==> config.mk <==
export PLATFORM = sky130hd
export DESIGN_NAME = request_unit_top
export DESIGN_NICKNAME = d
export VERILOG_FILES = /design/src/logic/mem_bus_pkg.sv /design/src/logic/core_req_pkg.sv /design/src/logic/request_unit_top.sv /design/src/logic/port_arbiter.sv /design/src/logic/data_requester.sv /design/src/logic/fetch_requester.sv
export SDC_FILE = /design/constraint.sdc
export NUM_CORES = 1
export LEC_CHECK = 0
export BUFFER_PORTS_ARGS = -buffer_cell sky130_fd_sc_hd__buf_2
export CAP_MARGIN = 10
export CELL_PAD_IN_SITES_DETAIL_PLACEMENT = 0
export CELL_PAD_IN_SITES_GLOBAL_PLACEMENT = 1
export CORE_MARGIN = 2
export CORE_UTILIZATION = 36
export CTS_BUF_LIST = sky130_fd_sc_hd__clkbuf_4 sky130_fd_sc_hd__clkbuf_8
export DETAILED_ROUTE_END_ITERATION = 8
export GPL_TIMING_DRIVEN = 0
export PLACE_DENSITY_LB_ADDON = 0.3
export REMOVE_ABC_BUFFERS = 1
export SLEW_MARGIN = 20
export SYNTH_ARGS = -nofsm -noshare
export SYNTH_HDL_FRONTEND = slang
export SYNTH_SLANG_ARGS = --single-unit
==> constraint.sdc <==
create_clock -name clk -period 9.6 [get_ports clk]
set_input_delay 0.96 -clock clk [delete_from_list [all_inputs] [get_ports clk]]
set_output_delay 0.96 -clock clk [all_outputs]
set_load 0.005 [all_outputs]
==> src/logic/mem_bus_pkg.sv <==
package mem_bus_pkg;

    // Instruction and data words share one width on the port
    parameter int DATA_W = 32;

    // Operation carried with every request on the shared port
    typedef enum logic [1:0] {
        OP_FETCH = 2'd0,  // Instruction read at the PC
        OP_LOAD  = 2'd1,  // Data read
        OP_STORE = 2'd2   // Data write, response carries no data
    } mem_op_e;

endpackage
==> src/logic/core_req_pkg.sv <==
package core_req_pkg;

    // Fetch side FSM
    typedef enum logic [2:0] {
        FS_IDLE    = 3'd0,  // Ready for a new PC
        FS_REQ     = 3'd1,  // Request presented to the arbiter
        FS_WAIT    = 3'd2,  // Accepted, waiting on the response
        FS_DISCARD = 3'd3,  // Response in flight is stale
        FS_HOLD    = 3'd4   // Instruction latched until the core takes it
    } fetch_state_e;

    // Load/store side FSM
    typedef enum logic [1:0] {
        DS_IDLE = 2'd0,
        DS_REQ  = 2'd1,
        DS_WAIT = 2'd2
    } data_state_e;

    // Bubble handed to the core in place of a squashed fetch (addi x0, x0, 0)
    localparam logic [mem_bus_pkg::DATA_W-1:0] NOP_INSTR = 32'h0000_0013;

endpackage

==> src/logic/request_unit_top.sv <==
`timescale 1ns/1ps

module request_unit_top #(
    parameter int ADDR_W = 32
) (
    input  logic                           clk,
    input  logic                           rst,
    input  logic                           fetch_req_valid,
    input  logic [ADDR_W-1:0]              fetch_pc,
    output logic                           fetch_req_ready,
    input  logic                           redirect,
    input  logic [ADDR_W-1:0]              redirect_pc,
    output logic                           instr_valid,
    output logic [mem_bus_pkg::DATA_W-1:0] instr,
    input  logic                           instr_ready,
    input  logic                           data_req_valid,
    input  mem_bus_pkg::mem_op_e           data_op,
    input  logic [ADDR_W-1:0]              data_addr,
    input  logic [mem_bus_pkg::DATA_W-1:0] data_wdata,
    output logic                           data_req_ready,
    output logic                           data_rsp_valid,
    output logic [mem_bus_pkg::DATA_W-1:0] data_rdata,
    output logic                           mem_valid,
    output mem_bus_pkg::mem_op_e           mem_op,
    output logic [ADDR_W-1:0]              mem_addr,
    output logic [mem_bus_pkg::DATA_W-1:0] mem_wdata,
    input  logic                           mem_ready,
    input  logic                           mem_rsp_valid,
    input  logic [mem_bus_pkg::DATA_W-1:0] mem_rdata,
    output logic                           freeze
);
    import mem_bus_pkg::*;

    logic              f_valid;
    logic [ADDR_W-1:0] f_addr;
    logic              f_accept;
    logic              f_rsp_valid;
    logic [DATA_W-1:0] f_rdata;
    logic              f_busy;
    logic              d_valid;
    mem_op_e           d_op;
    logic [ADDR_W-1:0] d_addr;
    logic [DATA_W-1:0] d_wdata;
    logic              d_accept;
    logic              d_rsp_valid;
    logic [DATA_W-1:0] d_rdata;
    logic              d_busy;

    fetch_requester #(.ADDR_W(ADDR_W)) u_fetch (
        .clk, .rst,
        .fetch_req_valid, .fetch_pc, .fetch_req_ready,
        .redirect, .redirect_pc,
        .instr_valid, .instr, .instr_ready,
        .f_valid, .f_addr, .f_accept, .f_rsp_valid, .f_rdata, .f_busy
    );

    data_requester #(.ADDR_W(ADDR_W)) u_data (
        .clk, .rst,
        .data_req_valid, .data_op, .data_addr, .data_wdata, .data_req_ready,
        .data_rsp_valid, .data_rdata,
        .d_valid, .d_op, .d_addr, .d_wdata, .d_accept, .d_rsp_valid, .d_rdata, .d_busy
    );

    port_arbiter #(.ADDR_W(ADDR_W)) u_arb (
        .clk, .rst,
        .f_valid, .f_addr, .f_accept, .f_rsp_valid, .f_rdata,
        .d_valid, .d_op, .d_addr, .d_wdata, .d_accept, .d_rsp_valid, .d_rdata,
        .f_busy, .d_busy,
        .mem_valid, .mem_op, .mem_addr, .mem_wdata, .mem_ready,
        .mem_rsp_valid, .mem_rdata,
        .freeze
    );

endmodule

==> src/logic/port_arbiter.sv <==
`timescale 1ns/1ps

module port_arbiter #(
    parameter int ADDR_W = 32
) (
    input  logic                           clk,
    input  logic                           rst,
    input  logic                           f_valid,
    input  logic [ADDR_W-1:0]              f_addr,
    output logic                           f_accept,
    output logic                           f_rsp_valid,
    output logic [mem_bus_pkg::DATA_W-1:0] f_rdata,
    input  logic                           d_valid,
    input  mem_bus_pkg::mem_op_e           d_op,
    input  logic [ADDR_W-1:0]              d_addr,
    input  logic [mem_bus_pkg::DATA_W-1:0] d_wdata,
    output logic                           d_accept,
    output logic                           d_rsp_valid,
    output logic [mem_bus_pkg::DATA_W-1:0] d_rdata,
    input  logic                           f_busy,
    input  logic                           d_busy,
    output logic                           mem_valid,
    output mem_bus_pkg::mem_op_e           mem_op,
    output logic [ADDR_W-1:0]              mem_addr,
    output logic [mem_bus_pkg::DATA_W-1:0] mem_wdata,
    input  logic                           mem_ready,
    input  logic                           mem_rsp_valid,
    input  logic [mem_bus_pkg::DATA_W-1:0] mem_rdata,
    output logic                           freeze
);
    import mem_bus_pkg::*;

    logic lock;       // Request on the bus not yet taken
    logic lock_d;     // Owner of the locked request
    logic out_valid;  // One transaction waiting for its response
    logic out_d;      // Owner of the outstanding transaction
    logic sel_d;
    logic hs;

    // Data beats fetch unless a fetch already sits on the bus
    assign sel_d = lock ? lock_d : d_valid;

    assign mem_valid = !out_valid && (d_valid || f_valid);
    assign mem_op    = sel_d ? d_op : OP_FETCH;
    assign mem_addr  = sel_d ? d_addr : f_addr;
    assign mem_wdata = sel_d ? d_wdata : '0;
    assign hs        = mem_valid && mem_ready;

    assign f_accept    = hs && !sel_d;
    assign d_accept    = hs && sel_d;
    assign f_rsp_valid = mem_rsp_valid && out_valid && !out_d;
    assign d_rsp_valid = mem_rsp_valid && out_valid && out_d;
    assign f_rdata     = mem_rdata;
    assign d_rdata     = mem_rdata;

    assign freeze = f_busy || d_busy || out_valid;

    always_ff @(posedge clk or posedge rst) begin
        if (rst) begin
            lock      <= 1'b0;
            lock_d    <= 1'b0;
            out_valid <= 1'b0;
            out_d     <= 1'b0;
        end else begin
            lock <= mem_valid && !mem_ready;
            if (mem_valid)
                lock_d <= sel_d;
            if (hs) begin
                out_valid <= 1'b1;
                out_d     <= sel_d;
            end else if (mem_rsp_valid) begin
                out_valid <= 1'b0;
            end
        end
    end

    a_bus_stable: assert property (@(posedge clk) disable iff (rst)
        mem_valid && !mem_ready |=> mem_valid && $stable(mem_op)
            && $stable(mem_addr) && $stable(mem_wdata))
        else $error("bus request changed before mem_ready");

    a_no_orphan_rsp: assert property (@(posedge clk) disable iff (rst)
        mem_rsp_valid |-> out_valid)
        else $error("mem_rsp_valid with nothing outstanding");

endmodule

==> src/logic/data_requester.sv <==
`timescale 1ns/1ps

module data_requester #(
    parameter int ADDR_W = 32
) (
    input  logic                           clk,
    input  logic                           rst,
    input  logic                           data_req_valid,
    input  mem_bus_pkg::mem_op_e           data_op,
    input  logic [ADDR_W-1:0]              data_addr,
    input  logic [mem_bus_pkg::DATA_W-1:0] data_wdata,
    output logic                           data_req_ready,
    output logic                           data_rsp_valid,
    output logic [mem_bus_pkg::DATA_W-1:0] data_rdata,
    output logic                           d_valid,
    output mem_bus_pkg::mem_op_e           d_op,
    output logic [ADDR_W-1:0]              d_addr,
    output logic [mem_bus_pkg::DATA_W-1:0] d_wdata,
    input  logic                           d_accept,
    input  logic                           d_rsp_valid,
    input  logic [mem_bus_pkg::DATA_W-1:0] d_rdata,
    output logic                           d_busy
);
    import mem_bus_pkg::*;
    import core_req_pkg::*;

    data_state_e       state;
    mem_op_e           op_q;
    logic [ADDR_W-1:0] addr_q;
    logic [DATA_W-1:0] wdata_q;
    logic [DATA_W-1:0] rdata_q;
    logic              rsp_q;     // Completion pulse, loads and stores alike
    logic              take;

    assign take = (state == DS_IDLE) && data_req_valid;

    always_ff @(posedge clk or posedge rst) begin
        if (rst) begin
            state <= DS_IDLE;
            rsp_q <= 1'b0;
        end else begin
            rsp_q <= (state == DS_WAIT) && d_rsp_valid;
            case (state)
                DS_IDLE: begin
                    if (data_req_valid)
                        state <= DS_REQ;
                end
                DS_REQ: begin
                    if (d_accept)
                        state <= DS_WAIT;
                end
                DS_WAIT: begin
                    if (d_rsp_valid)
                        state <= DS_IDLE;
                end
                default: state <= DS_IDLE;
            endcase
        end
    end

    always_ff @(posedge clk) begin
        if (take) begin
            op_q    <= data_op;
            addr_q  <= data_addr;
            wdata_q <= data_wdata;
        end
        if (state == DS_WAIT && d_rsp_valid)
            rdata_q <= d_rdata;   // Don't care for stores
    end

    assign data_req_ready = (state == DS_IDLE);
    assign data_rsp_valid = rsp_q;
    assign data_rdata     = rdata_q;
    assign d_valid        = (state == DS_REQ);
    assign d_op           = op_q;
    assign d_addr         = addr_q;
    assign d_wdata        = wdata_q;
    assign d_busy         = (state != DS_IDLE);

    a_no_fetch_op: assert property (@(posedge clk) disable iff (rst)
        data_req_valid |-> data_op != OP_FETCH)
        else $error("core issued OP_FETCH on the data port");

endmodule

==> src/logic/fetch_requester.sv <==
`timescale 1ns/1ps

module fetch_requester #(
    parameter int ADDR_W = 32
) (
    input  logic                        clk,
    input  logic                        rst,
    input  logic                        fetch_req_valid,
    input  logic [ADDR_W-1:0]           fetch_pc,
    output logic                        fetch_req_ready,
    input  logic                        redirect,
    input  logic [ADDR_W-1:0]           redirect_pc,
    output logic                        instr_valid,
    output logic [mem_bus_pkg::DATA_W-1:0] instr,
    input  logic                        instr_ready,
    output logic                        f_valid,
    output logic [ADDR_W-1:0]           f_addr,
    input  logic                        f_accept,
    input  logic                        f_rsp_valid,
    input  logic [mem_bus_pkg::DATA_W-1:0] f_rdata,
    output logic                        f_busy
);
    import mem_bus_pkg::*;
    import core_req_pkg::*;

    fetch_state_e      state;
    fetch_state_e      state_nxt;
    logic [ADDR_W-1:0] addr_q;      // Address presented on the bus
    logic [ADDR_W-1:0] target_q;    // Latest redirect target
    logic [DATA_W-1:0] instr_q;
    logic              redir_pend;  // Redirect seen before the bus took the request
    logic              refetch;     // Go fetch target_q once the NOP is taken
    logic              waiting;
    logic              stale;

    assign waiting = (state == FS_WAIT) || (state == FS_DISCARD);
    assign stale   = (state == FS_DISCARD) || redirect;

    always_comb begin
        state_nxt = state;
        case (state)
            FS_IDLE: begin
                if (fetch_req_valid)
                    state_nxt = FS_REQ;
            end
            FS_REQ: begin
                // Request fields stay put on the bus, so a redirect here squashes it later
                if (f_accept)
                    state_nxt = (redir_pend || redirect) ? FS_DISCARD : FS_WAIT;
            end
            FS_WAIT, FS_DISCARD: begin
                if (f_rsp_valid)
                    state_nxt = FS_HOLD;
                else if (redirect)
                    state_nxt = FS_DISCARD;
            end
            FS_HOLD: begin
                if (instr_ready)
                    state_nxt = refetch ? FS_REQ : FS_IDLE;
            end
            default: state_nxt = FS_IDLE;
        endcase
    end

    always_ff @(posedge clk or posedge rst) begin
        if (rst) begin
            state      <= FS_IDLE;
            redir_pend <= 1'b0;
            refetch    <= 1'b0;
        end else begin
            state <= state_nxt;
            if (state == FS_REQ)
                redir_pend <= (redir_pend || redirect) && !f_accept;
            if (waiting && f_rsp_valid)
                refetch <= stale;
            else if (state == FS_HOLD && instr_ready)
                refetch <= 1'b0;
        end
    end

    always_ff @(posedge clk) begin
        if (state == FS_IDLE && fetch_req_valid)
            addr_q <= fetch_pc;
        else if (state == FS_HOLD && instr_ready && refetch)
            addr_q <= redirect ? redirect_pc : target_q;  // Newest target wins
        if (redirect && state != FS_IDLE)
            target_q <= redirect_pc;
        if (waiting && f_rsp_valid)
            instr_q <= stale ? NOP_INSTR : f_rdata;
    end

    assign fetch_req_ready = (state == FS_IDLE);
    assign f_valid         = (state == FS_REQ);
    assign f_addr          = addr_q;
    assign instr_valid     = (state == FS_HOLD);
    assign instr           = instr_q;
    assign f_busy          = (state == FS_REQ) || waiting || refetch;

    a_req_held: assert property (@(posedge clk) disable iff (rst)
        f_valid && !f_accept |=> f_valid && $stable(f_addr))
        else $error("fetch request dropped before accept");

    a_instr_held: assert property (@(posedge clk) disable iff (rst)
        instr_valid && !instr_ready |=> instr_valid && $stable(instr))
        else $error("held instruction changed under back-pressure");

endmodule

==> results by group, run 1 <==
Pwr
  – Leak pwr: 4.32 nW
  – Power Density: 258 nW/um^2
  – Final Power: 2.74 mW
  – VDD IR max: 0.000130 V

Die
  – Die Area: roughly 23000 um^2
  – Die height: roughly 150 um
  – Total core area: 21800 um^2
  – Die W: 153 um
  – Initial core utilization: a little over a third
  – Row Count: between 50 and 60
  – Top Ports: ~300

Synthesis
  – Synthesized area per cell: 16.5 um^2
  – Synthesized instance count: 481
  – Yosys top cell area share: between 70% and 80%
  – Synth Flop Type: edfxtp_1
  – Library cells used by synthesis: 31
  – FFs w/ async S/R, synth: approximately 5.8%
  – Number of synthesized flops with an enable pin: 194
  – Ys Warns: 0
  – Post-synthesis instance area: 7950 um^2
  – Most common cell in the netlist: edfxtp_1
  – Seq/Total Area, Yosys: roughly 77%
  – FF+latch count, synth: 206
  – Synth area leaders: edfxtp_1 (73%), and2_1 (5.2%), mux2_2 (4.5%)
  – Synth area leader: edfxtp_1
  – Top post-synthesis cells by count: edfxtp_1 (194), and2_1 (66), nand2_1 (37)

Placed design
  – Dpl hpwl: 13900 um
  – Placed insts: 1052
  – I/O Buffers: 305
  – Cell Area, Placed: 9920 um^2
  – Gpl congestion: 0.783

Global route
  – Global route overflow: 0
  – Antenna violations before repair: 0
  – Vias in the first global route: 5583
  – Largest net degree at the start of global routing: 54
  – Gr usage total: 16.7%
  – First-pass GRT wire length: 30700 um

Critical path
  – CP Class: reg2out
  – R2R Path End: u_fetch.f_addr[11]
  – Critical path, cell by cell: or3b_1 -> nand2_4 -> buf_12 -> mux2_2 -> buf_2
  – Worst R2R Path Depth: 3
  – RR Startpoint: u_fetch.state[0]
  – CP peak stage delay: 0.47 ns
  – CP arrival: 2.52 ns
  – Reg-to-reg setup timing slack: a little under 7 ns
  – Setup crit start kind: flop
  – Critical Path Sink Type: output pin
  – Critical-path top delay cell: dfrtp_1
  – Critical Path RT: 8.64 ns
  – Max FO, Critical Path: 52

STA
  – Max Clk Rate: 288 MHz
  – RSZ-0062 raised after global routing: false
  – Final Skew: 0.0194 ns
  – Final setup fails: 0
  – Worst slew pin tran: approximately 1.0 ns
  – Tmin final: 3.48 ns
  – Max Slew Vio Count: 0
  – Setup_tns: 0 ns
  – Relative slew slack: 30.1%
  – Final hold vios: 0
  – Crit share post-route: 36.2%

Route
  – Drt total wl: just under 20000 um
  – 1st-iter DRT viols: 242
  – Via/cell ratio: roughly 4.7
  – Post-DRT Antenna Nets: 0
  – DRC: 0
  – WL per Instance: 17.7 um
  – Routed vias: roughly 5300
  – First drt pass iteration count: 4

Run
  – Max-cap violation count: 0

CTS
  – H-tree levels: 2
  – CTS Sinks: 206
  – CTS Buf Count: 36
  – Clk Latency, worst-skew pair: 0.51 ns
  – Setup bufs post-CTS: 0
  – Hold buffer count at CTS: 0
  – Resized cells post-CTS: 0
  – CTS tree: yes
  – Clock slew at reported path FFs: 0.06 ns
  – CTS Buffer Depth: 3
  – Root buffer cell: clkbuf_8

Status
  – Status: finished, final reports clean

Layout
  – Filler Cell Count: 1929
  – N_diodes: 0
  – Non-Filler Instances: 1115
  – Post-route cell area: 10600 um^2
  – Syn-to-layout area delta: 33.5%
  – Final Core Density: 48.8%
  – Final net count: ~1000
  – Layout cells sized above 1: 48.7%

Min path
  – HP Class: in2async
## state kept, by name, summed over array words and instances (netlist names), 2 cells and up
register	count
u_data.d_wdata	32
u_data.d_addr	32
u_fetch.instr	32
u_fetch.state	3
u_data.data_rdata	32
u_fetch.f_addr	32
u_fetch.target_q	32
u_data.d_op	2
u_data.state	2
## metrics by stage
step | setup slack [ns] | hold slack [ns]
global placement | 4.25 | 0.488
global route | 5.98 | 0.473
detailed placement | 6.64 | 0.514
finish | 6.12 | 0.444
floorplan | 5.64 | 0.471
CTS | 6.06 | 0.424
## worst max-delay path: cells and delay by family, from the launching register on
kind | cells | cell delay [ns]
simple gates | 2 | 0.73
flops | 1 | 0.47
buf+inv | 2 | 0.40
mux | 1 | 0.36
## layer usage
layer,up-vias,global-route usage [%],part of all wire [%]
met4,0,5.25,1.6
met1,2483,20.0,39
met3,31,7.82,12
met5,-,0,0
met2,301,26.8,47
li1,2445,-,-
## final cells by class
cell class	instances	area, um^2	share of cell area, %
Clock buffer	48	592	5.58
Clock inverter	15	93.8	0.885
Inverter	6	22.5	0.212
Multi-Input combinational cell	247	1740	16.4
Sequential cell	206	6130	57.8
Tap cell	280	350	3.30
Timing Repair Buffer	313	1680	15.8
## kinds of logic (layout without fill, tap and decap cells)
logic type / after synthesis / after routing / share of synthesized area (%)
mux: 66 / 66 / 8.82
buf+inv: 28 / 382 / 1.50
flops: 206 / 206 / 77.1
compound gates: 48 / 48 / 3.45
simple gates: 133 / 133 / 9.15
## how the worst max path moves through the flow
| stage | start | endpoint | slack, ns | cells past startpoint |
|---|---|---|---|---|
| after floorplan | mem_rsp_valid | u_data.data_rdata[0] | 5.64 | 2 |
| after global placement | mem_rsp_valid | u_data.data_rdata[14] | 4.25 | 3 |
| after detailed placement | u_data.state[0] | mem_addr[20] | 6.64 | 5 |
| after CTS | u_data.state[0] | mem_addr[20] | 6.06 | 5 |
| after global routing | u_data.state[0] | mem_addr[20] | 5.98 | 5 |
| final | u_data.state[0] | mem_addr[6] | 6.12 | 5 |
## layout by cell type, fill, tap and decap left out, drive strengths merged
| cell type | synthesis | routed |
|---|---|---|
| clkbuf | 9 | 48 |
| nor2 | 8 | 8 |
| nor2b | 3 | 3 |
| o21ai | 33 | 33 |
| o22ai | 2 | 2 |
| a21oi | 3 | 3 |
| nor3 | 3 | 3 |
| mux2i | 34 | 34 |
| clkinvlp | 0 | 2 |
| or3b | 2 | 2 |
| edfxtp | 194 | 194 |
| nor4b | 1 | 1 |
| nor3b | 2 | 2 |
| a21o | 1 | 1 |
| clkinv | 0 | 12 |
| dfrtp | 12 | 12 |
| bufinv | 0 | 1 |
| a211o | 1 | 1 |
| nand2 | 37 | 37 |
| nand3 | 2 | 2 |
| nand3b | 3 | 3 |
| a31oi | 2 | 2 |
| a31o | 1 | 1 |
| o32a | 1 | 1 |
| buf | 13 | 313 |
| a41o | 1 | 1 |
| mux2 | 32 | 32 |
| inv | 6 | 6 |
| nand2b | 6 | 6 |
| a41oi | 1 | 1 |
| o31ai | 2 | 2 |
| and2 | 66 | 66 |
## power by group
part	switching [mW]	internal, mW
registers	0.0477	1.16
clock network	0.345	0.427
logic	0.401	0.362
total	0.793	1.95
Power figures use the tool's default switching activity.
==> run 2, diff against run 1 <==
clock period = 3.48 ns   (was 9.6 ns; I/O delays follow)
==> run 2 against run 1 <==
Register-to-register slack got worse by 6.1 ns. Core utilization rose by 5.1 points. Critical path depth did not move. Count of clock-buffer cells in the layout did not move. First-iteration DRC count rose by 6.2%. Cell count rose by 10%. Design area rose by 10%. Clock power rose to 2.8 times the previous value. Non-clock buffer count rose by 111. Sequential share of layout area fell by 5.5 points. Sequential cell count did not move. Power rose to 2.8 times the previous value. Critical endpoint unchanged.
==> results by group, run 2 (synthesis gave the netlist of run 1 again) <==
Layout
  – Final net count: 1091
  – Most frequent cells in the layout: buf_2 (304), edfxtp_1 (194), dlygate4sd3_1 (111)
  – N_diodes: 0
  – Syn-to-layout area delta: 47.5%
  – Area of the multi-input gates: 1740 um^2
  – Commonest non-fill, non-tap cell in the layout: buf_2
  – Layout cells sized above 1: 43.0%
  – Non-Filler Instances: 1226
  – Filler Cell Count: 1793
  – Post-route cell area: around 12000 um^2
  – Register Area: 6130 um^2

Route
  – Via/cell ratio: roughly 4.6
  – WL per Instance: about 17 um
  – 1st-iter DRT viols: 257
  – Post-DRT Antenna Nets: 0
  – DRC: 0
  – Routed vias: roughly 5700
  – First drt pass iteration count: 7
  – Drt total wl: between 20000 and 25000 um

CTS
  – Clk Latency, worst-skew pair: around 0.5 ns
  – CTS tree: yes
  – Resized cells post-CTS: 0
  – Root buffer cell: clkbuf_8
  – CTS Sinks: 206
  – H-tree levels: 2
  – Clock slew at reported path FFs: 0.06 ns
  – CTS Buf Count: 36
  – CTS Buffer Depth: 3
  – Setup bufs post-CTS: 0
  – Hold buffer count at CTS: 107

STA
  – Crit share post-route: 82.4%
  – Final Skew: 0.0201 ns
  – Setup_tns: 0 ns
  – Tmin final: 2.87 ns
  – Worst slew pin tran: around 1.0 ns
  – Final hold vios: 0
  – Relative slew slack: 30.9%
  – Final setup fails: 0
  – RSZ-0062 raised after global routing: false
  – Max Clk Rate: 349 MHz
  – Max Slew Vio Count: 0

Critical path
  – CP Class: reg2out
  – Critical path, cell by cell: or3b_1 -> nand2_4 -> buf_12 -> mux2_2 -> buf_2
  – CP arrival: 2.52 ns
  – Critical-path top delay cell: dfrtp_1
  – Crit path buffers/inverters: 2
  – Cell family with most CP delay: simple AND/OR/NAND/NOR gates
  – Critical Path RT: 3.13 ns
  – Setup crit start kind: flop
  – Max FO, Critical Path: 52
  – CP peak stage delay: 0.47 ns
  – Critical Path Sink Type: output pin

Global route
  – Gr usage total: ~18%
  – Antenna violations before repair: 0
  – Global route overflow: 0
  – Largest net degree at the start of global routing: 54
  – First-pass GRT wire length: 32900 um
  – Vias in the first global route: ~6200

Pwr
  – Sequential share of power: between 40% and 50%
  – Clk pwr share: approximately 28%
  – Power Density: 655 nW/um^2
  – Psw: between 2 and 2.5 mW
  – Leak pwr: 4.78 nW
  – Sw Share: 29.0%
  – VDD IR max: ~0.00036 V
  – Pint: about 5.4 mW
  – Comb power frac: 28.9%

Die
  – Die Area: 23300 um^2
  – Die W: 153 um
  – Die height: 153 um
  – Total core area: 21800 um^2
  – Top Ports: slightly above 300
  – Initial core utilization: 36.5%
  – Row Count: 54

Placed design
  – Placed insts: 1052
  – I/O Buffers: just over 300
  – Dpl hpwl: 13900 um
  – Gpl congestion: 0.783
  – Cell Area, Placed: 9920 um^2

Run
  – Max-cap violation count: 0

Status
  – Status: finished, final reports clean

Min path
  – HP Class: in2reg
[run 2: cell count changes in the layout (fill, tap and decap cells not counted), sizes merged]
cell / change
dlygate4sd3: +111
[run 2: per-layer routing]
| layer | GRT usage (%) | vias up | part of all wire (%) |
|---|---|---|---|
| met5 | 0 | - | 0 |
| met4 | 5.47 | 0 | 1.8 |
| met3 | 7.91 | 37 | 11 |
| met2 | 29.6 | 301 | 48 |
| met1 | 20.6 | 2689 | 39 |
| li1 | - | 2669 | - |
[run 2: layout make-up]
type / count / area share, %
clock buffers: 48 / 5.05
clock inverters: 15 / 0.801
inverters: 6 / 0.192
multi-input cells: 247 / 14.9
flip-flops and latches: 206 / 52.3
well taps: 280 / 2.99
repair buffers: 424 / 23.8
[run 2: path summary, 6_finish.rpt]
kind,to,start,slack [ns],cells past startpoint
worst max-delay path,mem_addr[6],u_data.state[0],0.61,5
worst min-delay path,u_fetch.target_q[27],redirect_pc[27],0.04,1
worst max register to register,u_fetch.f_addr[20],u_fetch.state[0],0.67,3
worst min register to register,u_arb.out_d,u_arb.out_d,0.52,2
max in group asynchronous,u_fetch.refetch,rst,2.77,3
min in group asynchronous,u_fetch.redir_pend,rst,0.38,3
[run 2: power groups by stage]
stage | registers, mW | clock network [mW] | logic, mW
3_5_place_dp | 3.37 | 0 | 2.15
2_1_floorplan | 3.35 | 0 | 1.15
5_1_grt | 3.36 | 2.32 | 2.45
6_report | 3.32 | 2.13 | 2.22
4_1_cts | 3.32 | 2.22 | 2.26
3_3_place_gp | 3.39 | 0 | 2.00
[run 2: metrics by stage]
stage	setup slack [ns]	hold WS, ns	power (mW)	utilization, %
2_1_floorplan	0.0516	0.213	4.49	-
3_3_place_gp	-1.25	0.377	5.39	44.7
3_5_place_dp	0.613	0.382	5.52	45.6
4_1_cts	0.556	0.000460	7.80	53.7
5_1_grt	0.397	0.00164	8.13	53.9
6_report	0.614	0.0391	7.68	53.9
[run 2: worst reg2reg max path, stage by stage, from the launching register on]
cell     delay, ns
dfrtp_1       0.46
nor3_1        0.48
and2_2        0.57
a31o_2        0.88
==> run 3, diff against run 2 <==
clock period = 2.8 ns   (was 3.48 ns; I/O delays follow)
==> run 3 against run 2 <==
Power increased by 25%. Global-route usage up 0.22 points. Sequential power up 24%. Sequential cell count unchanged. Cell count is 1.8% higher. Sequential share of layout area fell by 1.1 points. Critical path depth did not move. Critical path type unchanged.
==> results by group, run 3 (synthesis gave the netlist of run 1 again) <==
Layout
  – N_diodes: 0
  – Post-route cell area: about 12000 um^2
  – Final net count: 1113
  – Layout cells sized above 1: 42.3%
  – Most frequent cells in the layout: buf_2 (304), edfxtp_1 (194), dlygate4sd3_1 (133)
  – Syn-to-layout area delta: 50.6%
  – Commonest non-fill, non-tap cell in the layout: buf_2

STA
  – Relative slew slack: 49.9%
  – Final Skew: 0.0210 ns
  – Tmin final: between 2 and 3 ns
  – Crit share post-route: 94.3%
  – Worst slew pin tran: 0.750 ns
  – RSZ-0062 raised after global routing: false
  – Final setup fails: 0
  – Max Clk Rate: between 300 and 400 MHz
  – Final hold vios: 0
  – Max Slew Vio Count: 0

Min path
  – HP Class: in2reg
  – Endpoint, Worst Hold: u_data.state[0]
  – Cells on Worst Hold Path: 3
  – Hold_sp: data_req_valid

Run
  – Max-cap violation count: 0

Status
  – Status: finished, final reports clean

Die
  – Die W: between 150 and 200 um
  – Die height: 153 um
  – Total core area: about 22000 um^2
  – Die Area: 23300 um^2
  – Top Ports: between 300 and 400
  – Initial core utilization: approximately 37%
  – Row Count: 54

CTS
  – Clock slew at reported path FFs: 0.06 ns
  – Setup bufs post-CTS: 0
  – Clk Latency, worst-skew pair: 0.51 ns
  – CTS Sinks: around 210
  – H-tree levels: 2
  – CTS tree: yes
  – Root buffer cell: clkbuf_8
  – CTS Buffer Depth: 3
  – CTS Buf Count: 36

Global route
  – Gr usage total: approximately 18%
  – Antenna violations before repair: 0
  – First-pass GRT wire length: ~33000 um
  – Global route overflow: 0
  – Largest net degree at the start of global routing: 54
  – Vias in the first global route: 6303

Critical path
  – Critical Path RT: 2.52 ns
  – CP Class: reg2out
  – CP arrival: 2.36 ns
  – RR Startpoint: u_fetch.state[0]
  – Worst R2R Path Depth: 3
  – Reg-to-reg setup timing slack: approximately 0.32 ns
  – R2R Path End: u_fetch.f_addr[20]
  – CP startpoint: u_data.state[1]
  – Max FO, Critical Path: 52
  – Critical Path Sink Type: output pin
  – Setup crit start kind: flop

Route
  – 1st-iter DRT viols: 238
  – Drt total wl: 21300 um
  – DRC: 0
  – Post-DRT Antenna Nets: 0
  – Via/cell ratio: 4.61
  – First drt pass iteration count: 4
  – WL per Instance: approximately 17 um
  – Routed vias: 5750

Pwr
  – Power Density: 804 nW/um^2
  – Leak pwr: approximately 4.9 nW
  – VDD IR max: 0.000453 V
  – Final Power: 9.63 mW

Placed design
  – I/O Buffers: 305
  – Gpl congestion: 0.783
  – Cell Area, Placed: 9920 um^2
  – Dpl hpwl: 13900 um
==> run 3: changes by cell type in the layout (fill, tap and decap cells not counted), sizes merged <==
cell | before | now
dlygate4sd3 | 111 | 133
==> run 3: power breakdown <==
| group | switching (mW) | internal [mW] |
|---|---|---|
| clock network | 1.19 | 1.46 |
| registers | 0.168 | 3.97 |
| logic | 1.44 | 1.40 |
==> run 3: critical path, cell delays in order (launching register included) <==
cell and delay (ns):
dfrtp_1 0.43, or3b_4 0.46, nand2_8 0.19, buf_16 0.23, mux2_2 0.36, buf_2 0.14
==> run 3: metal layers <==
layer | global-route usage, % | share of wire [%] | up-vias
met2 | 30.2 | 48 | 290
met4 | 5.73 | 1.9 | 0
met3 | 7.85 | 11 | 39
met5 | 0 | 0 | -
li1 | - | - | 2709
met1 | 20.7 | 39 | 2712
==> run 3: timing repair <==
action | CTS | global route
setup endpoints to repair | 50 | 1
endpoints found under the hold margin | 144 | 0
hold buffers | 133 | 0
gates resized for setup | 4 | 1
==> run 3: layout make-up <==
cell class | instances | area (um^2)
Clock buffer | 48 | 592
Tap cell | 280 | 350
Fill cell | 1760 | 9790
Multi-Input combinational cell | 247 | 1760
Sequential cell | 206 | 6130
Inverter | 6 | 22.5
Clock inverter | 15 | 93.8
Timing Repair Buffer | 446 | 3020
==> run 3: how the worst max path moves through the flow <==
| stage | end |
|---|---|
| floorplan | u_data.data_rdata[0] |
| global placement | u_data.data_rdata[14] |
| detailed placement | u_fetch.f_addr[15] |
| CTS | mem_addr[20] |
| global route | mem_addr[20] |
| finish | mem_addr[6] |
==> run 3: per-stage QoR <==
step / setup slack (ns) / TNS [ns] / hold WS (ns) / util (%) / std cells
3_5_place_dp: -0.0674 / -2.03 / 0.314 / 45.6 / 1052
4_1_cts: 0.0644 / 0 / 0.00734 / 55.0 / 1248
2_1_floorplan: -0.628 / -20.90 / 0.145 / - / 459
5_1_grt: 0.0380 / 0 / 0.0264 / 55.0 / 1248
3_3_place_gp: -1.92 / -258.57 / 0.309 / 44.7 / 1044
6_report: 0.159 / 0 / 0.0403 / 55.0 / 1248
